`config.mk`:
```
export PLATFORM = sky130hd
export DESIGN_NAME = issue_stage
export DESIGN_NICKNAME = d
export VERILOG_FILES = /design/src/common/datapath_pkg.sv /design/src/design/issue_stage.sv
export VERILOG_INCLUDE_DIRS = /design/src /design/src/common
export SDC_FILE = /design/constraint.sdc
export NUM_CORES = 1
export LEC_CHECK = 0
export BUFFER_PORTS_ARGS = -buffer_cell sky130_fd_sc_hd__buf_2
export CAP_MARGIN = 20
export CORE_MARGIN = 2
export CORE_UTILIZATION = 32
export DETAILED_ROUTE_END_ITERATION = 8
export PLACE_DENSITY = 0.89
export SYNTH_ARGS = -nofsm -noshare
export SYNTH_HDL_FRONTEND = slang
export SYNTH_SLANG_ARGS = --single-unit
```
`constraint.sdc`:
```
create_clock -name clock -period 1.62 [get_ports clock]
set_clock_uncertainty 0.15 [all_clocks]
set_input_delay 0.324 -clock clock [delete_from_list [all_inputs] [get_ports clock]]
set_output_delay 0.324 -clock clock [all_outputs]
set_load 0.005 [all_outputs]
```
`src/common/datapath_defs.svh`:
```
`ifndef DATAPATH_DEFS_SVH
`define DATAPATH_DEFS_SVH

// --------------------------------------------------
// Word and instruction field widths.
// --------------------------------------------------

`define DP_WORD_WIDTH       16
`define DP_OP_WIDTH         4
`define DP_D_WIDTH          10
`define DP_AB_WIDTH         9

// --------------------------------------------------
// Bank memory map.
// --------------------------------------------------

`define DP_RAM_DEPTH        256
`define DP_RAM_ADDR_WIDTH   8
`define DP_IO_PORTS         2

// Local addresses 0x1FE and 0x1FF share these upper bits.
`define DP_IO_TAG           8'hFF

`define DP_A_OFFSET         0
`define DP_B_OFFSET         512

`endif
```
`src/common/datapath_pkg.sv`:
```
`include "datapath_defs.svh"

package datapath_pkg;

    // --------------------------------------------------
    // Instruction encoding.
    // --------------------------------------------------

    typedef enum logic [`DP_OP_WIDTH-1:0] {
        OP_NOP    = 4'd0,
        OP_ADD    = 4'd1,
        OP_SUB    = 4'd2,
        OP_AND    = 4'd3,
        OP_OR     = 4'd4,
        OP_XOR    = 4'd5,
        OP_PASS_A = 4'd6
    } opcode_e;

    typedef struct packed {
        opcode_e                    op;
        logic [`DP_D_WIDTH-1:0]     d;
        logic [`DP_AB_WIDTH-1:0]    a;
        logic [`DP_AB_WIDTH-1:0]    b;
    } instr_t;

    // One local bank address, seen as a RAM index or as an I/O port select.
    typedef union packed {
        struct packed {
            logic                           io_flag;
            logic [`DP_RAM_ADDR_WIDTH-1:0]  index;
        } ram;
        struct packed {
            logic [`DP_AB_WIDTH-2:0]        tag;
            logic                           port;
        } io;
    } local_addr_u;

    // --------------------------------------------------
    // I/O port bundles.
    // --------------------------------------------------

    typedef struct packed {
        logic [`DP_IO_PORTS-1:0]                        ready;
        logic [`DP_IO_PORTS-1:0][`DP_WORD_WIDTH-1:0]    data;
    } io_in_t;

    typedef struct packed {
        logic [`DP_IO_PORTS-1:0]    wren;
        logic [`DP_WORD_WIDTH-1:0]  data;
    } io_out_t;

    // --------------------------------------------------
    // Pipeline payloads.
    // --------------------------------------------------

    typedef struct packed {
        opcode_e                    op;
        logic [`DP_D_WIDTH-1:0]     d;
    } alu_req_t;

    typedef struct packed {
        logic                       write;
        logic [`DP_D_WIDTH-1:0]     d;
        logic [`DP_WORD_WIDTH-1:0]  result;
    } wb_t;

endpackage

```
`src/design/issue_stage.sv`:
```
`timescale 1ns/1ps

module issue_stage (
    input  logic                    clock,
    input  logic                    arst_n,
    input  datapath_pkg::instr_t    instr,
    input  logic                    cancel,
    input  logic                    a_read_ok,
    input  logic                    b_read_ok,
    input  logic                    a_write_ok,
    input  logic                    b_write_ok,
    output logic                    io_ready,
    output datapath_pkg::alu_req_t  req
);

    // Any blocked port or a cancel holds the whole instruction back.
    // The source sees io_ready low and presents it again.
    assign io_ready = a_read_ok & b_read_ok & a_write_ok & b_write_ok & ~cancel;

    // --------------------------------------------------
    // Request register, lined up with the bank reads.
    // --------------------------------------------------

    // An annulled instruction turns into a NOP here.
    always_ff @(posedge clock or negedge arst_n) begin
        if (!arst_n) begin
            req.op <= datapath_pkg::OP_NOP;
            req.d  <= '0;
        end else if (io_ready) begin
            req.op <= instr.op;
            req.d  <= instr.d;
        end else begin
            req.op <= datapath_pkg::OP_NOP;
            req.d  <= instr.d;
        end
    end

endmodule

```
# Word-level counts from Yosys, hierarchy flattened
# Index checks and enable logic that the tools add are counted.
# op_classes
mux	1
bitwise_logic	5
# ops
operator	n
$mux W14	1
$and A1 B1 Y1	4
$not A1 Y1	1
# totals
register_bits	14
input_bits	39
out_inout_bits	15
elab_cells	8

# Depth between registers and ports, before layout
# logic_depth
ltp_word	5
ltp_mapped	2
mapped_depth_nobuf	2

# Worst setup path before layout
# No wires, ideal clock.
# synth_timing
path_type	input-to-output
start	input port cancel
end	output port io_ready
arrival_time_ns	0.595
t_required_ns	1.146
path_slack_ns	0.551
path_stages	2
path_buffers	0
path_cell_list	nand2b_4 > nor3_2
# synth_via
elab_chain_cells	2
# synth_lines
element	line_no	rtl
start: declaration	issue_stage.sv:7	input logic cancel,
$not A1 Y1	issue_stage.sv:18	assign io_ready = a_read_ok & b_read_ok & a_write_ok & b_write_ok & ~cancel;
$and A1 B1 Y1	issue_stage.sv:18	
end: declaration	issue_stage.sv:12	output logic io_ready,
# No other way between the ends.

# Worst setup path in the final report
# Same ends and word-level chain as after synthesis.

==> summary.md <==
| Metric | Value |
|---|---|
| Max reg flops | 14 |
| IO Pins | 54 |
| Routed Antenna Nets | 0 |
| MaxCap Viol Count | 0 |
| Maximum clock path buffer count | 2 |
| Clock-pin slew on the worst setup and hold paths | 0.07 ns |
| Row cnt | 13 |
| Ant. Diodes | 0 |
| CP Cell Sequence | buf_2 -> nand2b_4 -> nor3_2 -> buf_2 |
| Pre-Repair DR Iteration Count | 1 |
| Routed via count | 337 |
| RSZ-0062 raised after global routing | no |
| Status | complete, no violations |
| Crit path DAT | 0.80 ns |
| Top cell by count, worst path | buf_2 |
| Final setup vio count | 0 |
| Initial DRC count | 0 |
| Slowest CP cell | nand2b_4 |
| Register area share after synthesis | 79.8% |
| Post CTS Setup Buffer Count | 0 |
| Min Tclk post-route | 1.28 ns |
| CTS Buf Count | 3 |
| First-pass GRT wire length | 1.03 mm |
| Worst setup margin | 0.345 ns |
| Grt ovf | 0 |
| Slowest stage delay, CP | 0.16 ns |
| Layout cells sized above 1 | 65.7% |
| DRT Wirelength | 861 µm |
| Final setup TNS | 0 ns |
| Fin area | 716 µm² |
| Cell Pwr Density | 852 nW/µm² |
| Die width | 41.0 µm |
| Final slew viol count | 0 |
| Initial antenna violation count | 0 |
| Initial Util | 34.2% |
| Biggest regs | req x14 |
| Max Freq | 784 MHz |
| Crit path kind | in2out |
| Setup WS pre-CTS | 0.342 ns |
| Mapped Area | 439 µm² |
| Most frequent cells in the layout | buf_2, dfrtp_1, dlygate4sd3_1 |
| YS warnings | 0 |
| Leakage | 0.384 nW |
| Slew headroom | 81.1% |
| Worst EP required | 1.15 ns |
| Cells after Synth | 26 |
| Largest net degree at the start of global routing | 15 |
| DRC violations left | 0 |
| TritonCTS Sinks | 14 |
| Vias in the first global route | 271 |
| Commonest non-fill, non-tap cell in the layout | buf_2 |
| Hold Violations, Final | 0 |
| GRT Resource Usage Total | 9.99% |
| Largest Register | req |
| Nets@finish | 111 |
| WL per Instance | 10.1 µm |
| Worst-Margin Slew | 0.283 ns |
| Vias per cell | 3.96 |
| Core Area | 1280 µm² |
| Mapped Nets | 65 |
| Hold Crit Class | in2reg |
| Detailed Place HPWL | 697 µm |
| Final period utilization | 78.7% |
| Dpl cell area | 633 µm² |
| GP Congestion | 0.620 |
| Max FO, Critical Path | 5 |
| Startpoint Class | input port |
| Average cell area after synthesis | 16.9 µm² |
| CTS H-tree depth | 1 |
| Worst VDD drop | 308 µV |
| Crit end category | output port |
| Synth Register Bits | 14 |
| Area delta synth->final | 63.0% |
| Die Ht | 41.0 µm |
| Port bufs | 35 |
| Unique masters post-synth | 6 |
| Clk root buf | clkbuf_4 |
| Die area | 1680 µm² |
| TritonCTS clock tree | done |
[critical path, delay by kind of cell]
family	cells	cell delay (ns)
buf+inv	2	0.22
simple gates	2	0.26
[metal layers]
layer  GRT usage, %  share of wire (%)  routed length (µm)
met1           10.8                 39                 334
met2           16.0                 39                 338
met3           3.26                 22                 187
met4           7.50                  0                   0
met5              0                  0                   0
[cells by family (layout without fill, tap and decap cells)]
| logic type | after synthesis | in the layout | share of synthesized area (%) |
|---|---|---|---|
| simple gates | 11 | 11 | 19.4 |
| flops | 14 | 14 | 79.8 |
| buf+inv | 1 | 45 | 0.854 |
[metrics by stage]
step	power [mW]	util [%]	hold slack (ns)	std cells
after detailed placement	0.434	49.3	0.0696	76
after floorplan	0.388	-	-0.122	26
after global placement	0.432	49.3	0.0653	76
after global routing	0.647	55.7	0.00405	85
final	0.610	55.7	0.0188	85
after CTS	0.611	51.8	0.00160	80
[power by group]
| group | internal, mW | switching, mW | leakage (nW) |
|---|---|---|---|
| Clock | 0.0858 | 0.0868 | 0.0138 |
| Sequential | 0.363 | 0.00297 | 0.172 |
| Combinational | 0.0403 | 0.0311 | 0.198 |
[final timing paths]
check | cells after the start | slack [ns] | startpoint | end
setup / recovery | 4 | 0.34 | cancel | io_ready
hold / removal | 1 | 0.02 | instr[26] | req[8]
max in group asynchronous | 2 | 0.77 | arst_n | req[5]
min in group asynchronous | 2 | 0.32 | arst_n | req[0]
[Yosys cell counts (all sizes together)]
library cell  instances  area [µm²]
inv                   1        3.75
nand2b                1        13.8
dfrtp                14         350
nor3                  5        50.1
nand2                 5        21.3
[final cells by class]
| cell class | instances | area [µm²] |
|---|---|---|
| flip-flops and latches | 14 | 350 |
| fillers | 101 | 569 |
| multi-input cells | 11 | 85.1 |
| repair buffers | 41 | 235 |
| clock buffers | 3 | 22.5 |
| inverters | 1 | 3.75 |
| well taps | 15 | 18.8 |
[repair_timing]
| item | 4_1_cts | 5_1_grt |
|---|---|---|
| setup endpoints to repair | 0 | 0 |
| endpoints found under the hold margin | 14 | 5 |
| gates resized for setup | 0 | 0 |
| hold buffers | 1 | 5 |
No activity file was read; power rests on OpenSTA's default activity.
