### src/common/datapath_defs.svh
`ifndef DATAPATH_DEFS_SVH
`define DATAPATH_DEFS_SVH

// --------------------------------------------------
// Word and instruction field widths.
// --------------------------------------------------

`define DP_WORD_WIDTH       16
`define DP_OP_WIDTH         4
`define DP_D_WIDTH          10
`define DP_AB_WIDTH         9

// --------------------------------------------------
// Bank memory map.
// --------------------------------------------------

`define DP_RAM_DEPTH        256
`define DP_RAM_ADDR_WIDTH   8
`define DP_IO_PORTS         2

// Local addresses 0x1FE and 0x1FF share these upper bits.
`define DP_IO_TAG           8'hFF

`define DP_A_OFFSET         0
`define DP_B_OFFSET         512

`endif
### src/common/datapath_pkg.sv
`include "datapath_defs.svh"

package datapath_pkg;

    // --------------------------------------------------
    // Instruction encoding.
    // --------------------------------------------------

    typedef enum logic [`DP_OP_WIDTH-1:0] {
        OP_NOP    = 4'd0,
        OP_ADD    = 4'd1,
        OP_SUB    = 4'd2,
        OP_AND    = 4'd3,
        OP_OR     = 4'd4,
        OP_XOR    = 4'd5,
        OP_PASS_A = 4'd6
    } opcode_e;

    typedef struct packed {
        opcode_e                    op;
        logic [`DP_D_WIDTH-1:0]     d;
        logic [`DP_AB_WIDTH-1:0]    a;
        logic [`DP_AB_WIDTH-1:0]    b;
    } instr_t;

    // One local bank address, seen as a RAM index or as an I/O port select.
    typedef union packed {
        struct packed {
            logic                           io_flag;
            logic [`DP_RAM_ADDR_WIDTH-1:0]  index;
        } ram;
        struct packed {
            logic [`DP_AB_WIDTH-2:0]        tag;
            logic                           port;
        } io;
    } local_addr_u;

    // --------------------------------------------------
    // I/O port bundles.
    // --------------------------------------------------

    typedef struct packed {
        logic [`DP_IO_PORTS-1:0]                        ready;
        logic [`DP_IO_PORTS-1:0][`DP_WORD_WIDTH-1:0]    data;
    } io_in_t;

    typedef struct packed {
        logic [`DP_IO_PORTS-1:0]    wren;
        logic [`DP_WORD_WIDTH-1:0]  data;
    } io_out_t;

    // --------------------------------------------------
    // Pipeline payloads.
    // --------------------------------------------------

    typedef struct packed {
        opcode_e                    op;
        logic [`DP_D_WIDTH-1:0]     d;
    } alu_req_t;

    typedef struct packed {
        logic                       write;
        logic [`DP_D_WIDTH-1:0]     d;
        logic [`DP_WORD_WIDTH-1:0]  result;
    } wb_t;

endpackage

### src/design/alu.sv
`timescale 1ns/1ps

`include "datapath_defs.svh"

module alu (
    input  logic                        clock,
    input  logic                        arst_n,
    input  datapath_pkg::alu_req_t      req,
    input  logic [`DP_WORD_WIDTH-1:0]   a,
    input  logic [`DP_WORD_WIDTH-1:0]   b,
    output datapath_pkg::wb_t           wb
);

    logic [`DP_WORD_WIDTH-1:0] result;

    // --------------------------------------------------
    // Operation select.
    // --------------------------------------------------

    // Results wrap at the word width.
    always_comb begin
        case (req.op)
            datapath_pkg::OP_ADD:    result = a + b;
            datapath_pkg::OP_SUB:    result = a - b;
            datapath_pkg::OP_AND:    result = a & b;
            datapath_pkg::OP_OR:     result = a | b;
            datapath_pkg::OP_XOR:    result = a ^ b;
            datapath_pkg::OP_PASS_A: result = a;
            default:                 result = '0;
        endcase
    end

    // --------------------------------------------------
    // Write-back register.
    // --------------------------------------------------

    always_ff @(posedge clock or negedge arst_n) begin
        if (!arst_n) begin
            wb.write  <= 1'b0;
            wb.d      <= '0;
            wb.result <= '0;
        end else begin
            wb.write  <= (req.op != datapath_pkg::OP_NOP);
            wb.d      <= req.d;
            wb.result <= result;
        end
    end

endmodule

### config.mk
export PLATFORM = sky130hd
export DESIGN_NAME = alu
export DESIGN_NICKNAME = d
export VERILOG_FILES = /design/src/common/datapath_pkg.sv /design/src/design/alu.sv
export VERILOG_INCLUDE_DIRS = /design/src /design/src/common
export SDC_FILE = /design/constraint.sdc
export NUM_CORES = 1
export LEC_CHECK = 0
export BUFFER_PORTS_ARGS = -buffer_cell sky130_fd_sc_hd__buf_2
export CORE_ASPECT_RATIO = 0.7
export CORE_MARGIN = 1.5
export CORE_UTILIZATION = 30
export DETAILED_ROUTE_END_ITERATION = 8
export HOLD_SLACK_MARGIN = 0.1
export PLACE_DENSITY = 0.58
export REMOVE_ABC_BUFFERS = 1
export SETUP_SLACK_MARGIN = 0.3
export SYNTH_ARGS = -nofsm -noshare
export SYNTH_HDL_FRONTEND = slang
export SYNTH_SLANG_ARGS = --single-unit
export TNS_END_PERCENT = 1
### constraint.sdc
create_clock -name clock -period 0.95 [get_ports clock]
set_input_delay 0.095 -clock clock [delete_from_list [all_inputs] [get_ports clock]]
set_output_delay 0.095 -clock clock [all_outputs]
set_load 0.1 [all_outputs]
After elaboration in Yosys (flattened, before gate mapping)
Cells that the tools add are included.
W data, S select, Z words.
{"block": "totals", "register_bits": 27, "latchBits": 0, "mem_bits_rw": 0, "mem_bits_ro": 0, "out_inout_bits": 27, "wordCells": 16, "memories": 0}
{"block": "classes", "add_sub_neg": 2, "n_mul": 0, "n_div": 0, "order_cmp": 0, "n_eq_ne": 6, "shift": 0, "mux": 1, "bitwise_logic": 3, "reduce_logical": 1}
{"cell": "$pmux W16 S6", "n": 1}
{"cell": "$add A16 B16 Y16", "n": 1}
{"cell": "$and A16 B16 Y16", "n": 1}
{"cell": "$or A16 B16 Y16", "n": 1}
{"cell": "$sub A16 B16 Y16", "n": 1}
{"cell": "$xor A16 B16 Y16", "n": 1}
{"cell": "$eq A4 B3 Y1 const B", "n": 3}
{"cell": "$eq A4 B2 Y1 const B", "n": 2}
{"cell": "$eq A4 B1 Y1 const B", "n": 1}
{"cell": "$reduce_bool A4 Y1", "n": 1}

Longest topological paths before layout
{"block": "depth", "depth_word": 2, "mapped_depth": 12, "ltp_nobuf": 12}

Least setup slack after synthesis
No wires, ideal clock.
{"block": "synth_timing", "kind": "input -> register", "startpoint": "input req[10] (netlist bit)", "endpoint": "register wb[11] (netlist bit)", "setup_ns": 0.138, "t_arrival_ns": 2.535, "required_time_ns": 0.812, "path_slack_ns": -1.723, "path_stages": 11, "path_buffers": 0, "path_cell_list": "nand2b_1 nor3_1 mux2_2 inv_1 ha_1 nor2b_1 o31a_1 a221oi_1 o21a_1 xor2_1 o211ai_1"}
{"block": "synth_between", "elab_chain_len": 2, "elab_cells_between_ends": 7}
{"element": "start: declaration", "line": "alu.sv:8", "text": "input datapath_pkg::alu_req_t req,"}
{"element": "$eq A4 B3 Y1 (tied with other cells)", "line": "alu.sv:22", "text": "case (req.op)"}
{"element": "$pmux W16 S6 (*)", "line": "alu.sv:22"}
{"element": "via result[11]", "line": "alu.sv:14", "text": "logic [`DP_WORD_WIDTH-1:0] result;"}
{"element": "end: declaration", "line": "alu.sv:11", "text": "output datapath_pkg::wb_t wb"}
Mark *: on every way through the listed nets, which the timed path passes. The rest lies on a longest branch.

Final worst setup path
Ends and elaborated chain as after synthesis.

==> reports/results.ini <==
[setup_path]
end_kind=flip-flop
start_kind=input pin
critPathRequiredTime_ps=1100
critPathKind=in2reg
worstPathArrival_ps=2490
critPathMaxFanout=4

[logic_synthesis]
async_flop_share=1.00
ys.flop_type=dfrtp_1
synthTopCellsByCount=ha_1, inv_1, dfrtp_1
syn_area_per_cell_um2=8.87
ys_seq_elements=27
yosysTopAreaCell=dfrtp_1
yosysUniqueCellTypes=48
synth_edf_count=0
yosysSeqAreaShare=0.252
synth_cells=302
yosysMostFrequentCell=ha_1
yosys_warnings=0
synth.top_cell.area_share=0.252
synth_area_um2=2680
synthTopCellsByArea=dfrtp_1, ha_1, xnor2_1

[route]
wl_per_cell_um=15.0
post-route-drc-count=0
totalWireLength_um=8970
via_per_inst=4.81
detail-route-antenna-nets=0
vias=2880
dr.pass1.iters=4
drt_iter0_drc=173

[hold_path]
hp-class=in2reg
min_from=req[10]
min_path_cells=3
holdPathEnd=wb[26]$_DFF_PN0_

[global_routing]
overflow=0
antenna_found_initial=0
grt_max_degree=28
grt_pass1_vias=2922
grt_pass1_wl_um=14400
grt.total_usage=0.194

[floorplan]
initial_utilization=0.313
die-area_um2=9510
std_cell_rows=28
ios=75
die_y_um=82.1
fp.coreArea_um2=8550
die_w_um=116

[clock_tree]
cts_root_buf=clkbuf_16
cts_tree=yes
cts_sinks=27
clk_pin_slew_ps=90
cts_hold_buf=11
htreeDepth=1
clk_path_buf_depth=2
numCtsBuffers=3

[timing]
slew_viol_final=0
timing.final.crit_period_ps=2340
rsz0062_at_grt=true
slew_headroom=0.828
setup_ws_ps=-1390
whs_ps=77.4
fmax_ghz=0.427
tightestPinTransition_ps=256
finalSetupTns_ps=-17290
period_share=2.46
setup_viol=23
finalHoldViolCount=0

[final_layout]
diodes=0
largest_reg_flops=27
fillers=790
drive_gt1_frac=0.430
final_nets=577
stdcell_count=599
reg.largest.list=wb (27)
regMostFlops=wb
syn_to_final_growth_pct=77.0

[placement]
port_buffers=74
dp_hpwl_um=7070
place.gp.congestion=0.896
place_ws_ps=-1930
place_inst=579

[flow_run]
cap_violations=0

[pwr]
pwr_density_cell_nw_per_um2=1140
p_leak_nw=2.34
ir_drop_mv=0.753

[outcome]
run_status=finished with violations
failed_checks=negative setup slack

per-stage QoR:
stage	cell area, um2	power, mW	util
floorplan	2650	2.84	-
global placement	4320	4.06	0.505
detailed placement	4320	4.11	0.505
CTS	4730	5.41	0.553
global route	4740	5.68	0.555
finish	4740	5.39	0.555
where the power goes:
part | internal (mW) | switching (mW)
combinational | 1.36 | 1.64
clock | 0.576 | 0.492
sequential | 1.24 | 0.0805
timing repair:
action / 4_1_cts / 5_1_grt
pin swaps: 24 / 8
endpoints found under the hold margin: 38 / 1
setup endpoints to repair: 43 / 43
gates resized for setup: 38 / 4
gates cloned: 0 / 0
setup buffers: 5 / 0
worst max path at each step:
stage,cells past startpoint,start,slack [ps],end
5_1_grt,14,req[10],-1550,wb[11]$_DFF_PN0_
3_5_place_dp,13,req[10],-1930,wb[12]$_DFF_PN0_
6_report,14,req[10],-1390,wb[11]$_DFF_PN0_
2_1_floorplan,11,req[10],-2200,wb[11]$_DFF_PN0_
4_1_cts,14,b[3],-1370,wb[14]$_DFF_PN0_
3_3_place_gp,13,req[10],-1920,wb[12]$_DFF_PN0_
cells by family (layout without fill, tap and decap cells):
group                    count (synthesis)  count (layout)  synth area share
adder cells (fa/ha/maj)                 49              49             0.232
flip-flops                              27              27             0.252
AND/OR/NAND/NOR                         58              58             0.114
buffers and inverters                   46             223            0.0649
XOR/XNOR                                26              26            0.0850
AO/OA/AOI/OAI                           95              95             0.248
multiplexers                             1               1           0.00420
area by class of cell:
cell class              count  area, um2  area share
clock buffers               3       75.1      0.0158
clock inverters             1       7.51     0.00158
inverters                  38        143      0.0301
well taps                 120        150      0.0317
repair buffers            181       1730       0.364
flip-flops and latches     27        676       0.143
multi-input cells         229       1960       0.414
routing by layer:
metal  part of all wire  GRT usage  wire length, um  vias up
li1                   -          -                -     1437
met1               0.49      0.270             4350     1356
met2               0.45      0.330             4050       83
met3              0.061     0.0347              549        4
met4             0.0017    0.00976               15        0
met5                  0          0                0        -
layout by cell type (no fill, tap or decap), types with 2 or more instances in the layout:
cell	n
o31a_1	3
a21oi_2	4
clkbuf_16	3
ha_2	3
and3_4	2
o211ai_1	14
o21ai_0	4
xor2_1	4
a21oi_1	21
xnor2_1	21
a41oi_1	4
dlygate4sd3_1	11
nor2_1	23
buf_2	44
a21o_1	2
inv_1	38
nand2_1	9
buf_4	84
nand3_1	2
o21bai_1	2
ha_1	45
nand2b_1	3
buf_6	8
nor2b_1	2
o21ai_2	2
nand2b_4	2
a22oi_1	14
dfrtp_1	27
o21ai_1	2
o21a_1	4
buf_12	33
a31oi_1	4
nor3_1	2
critical path, cell delays in order:
cell	delay, ps
buf_6	100
nand2b_4	150
nor3_4	140
buf_6	140
mux2_4	310
inv_1	60
ha_1	210
nor2b_1	150
o31a_1	280
a221oi_2	280
buf_4	180
o21a_1	130
xor2_1	160
o211ai_1	100
Note: power is estimated with default switching activity, not from simulation.
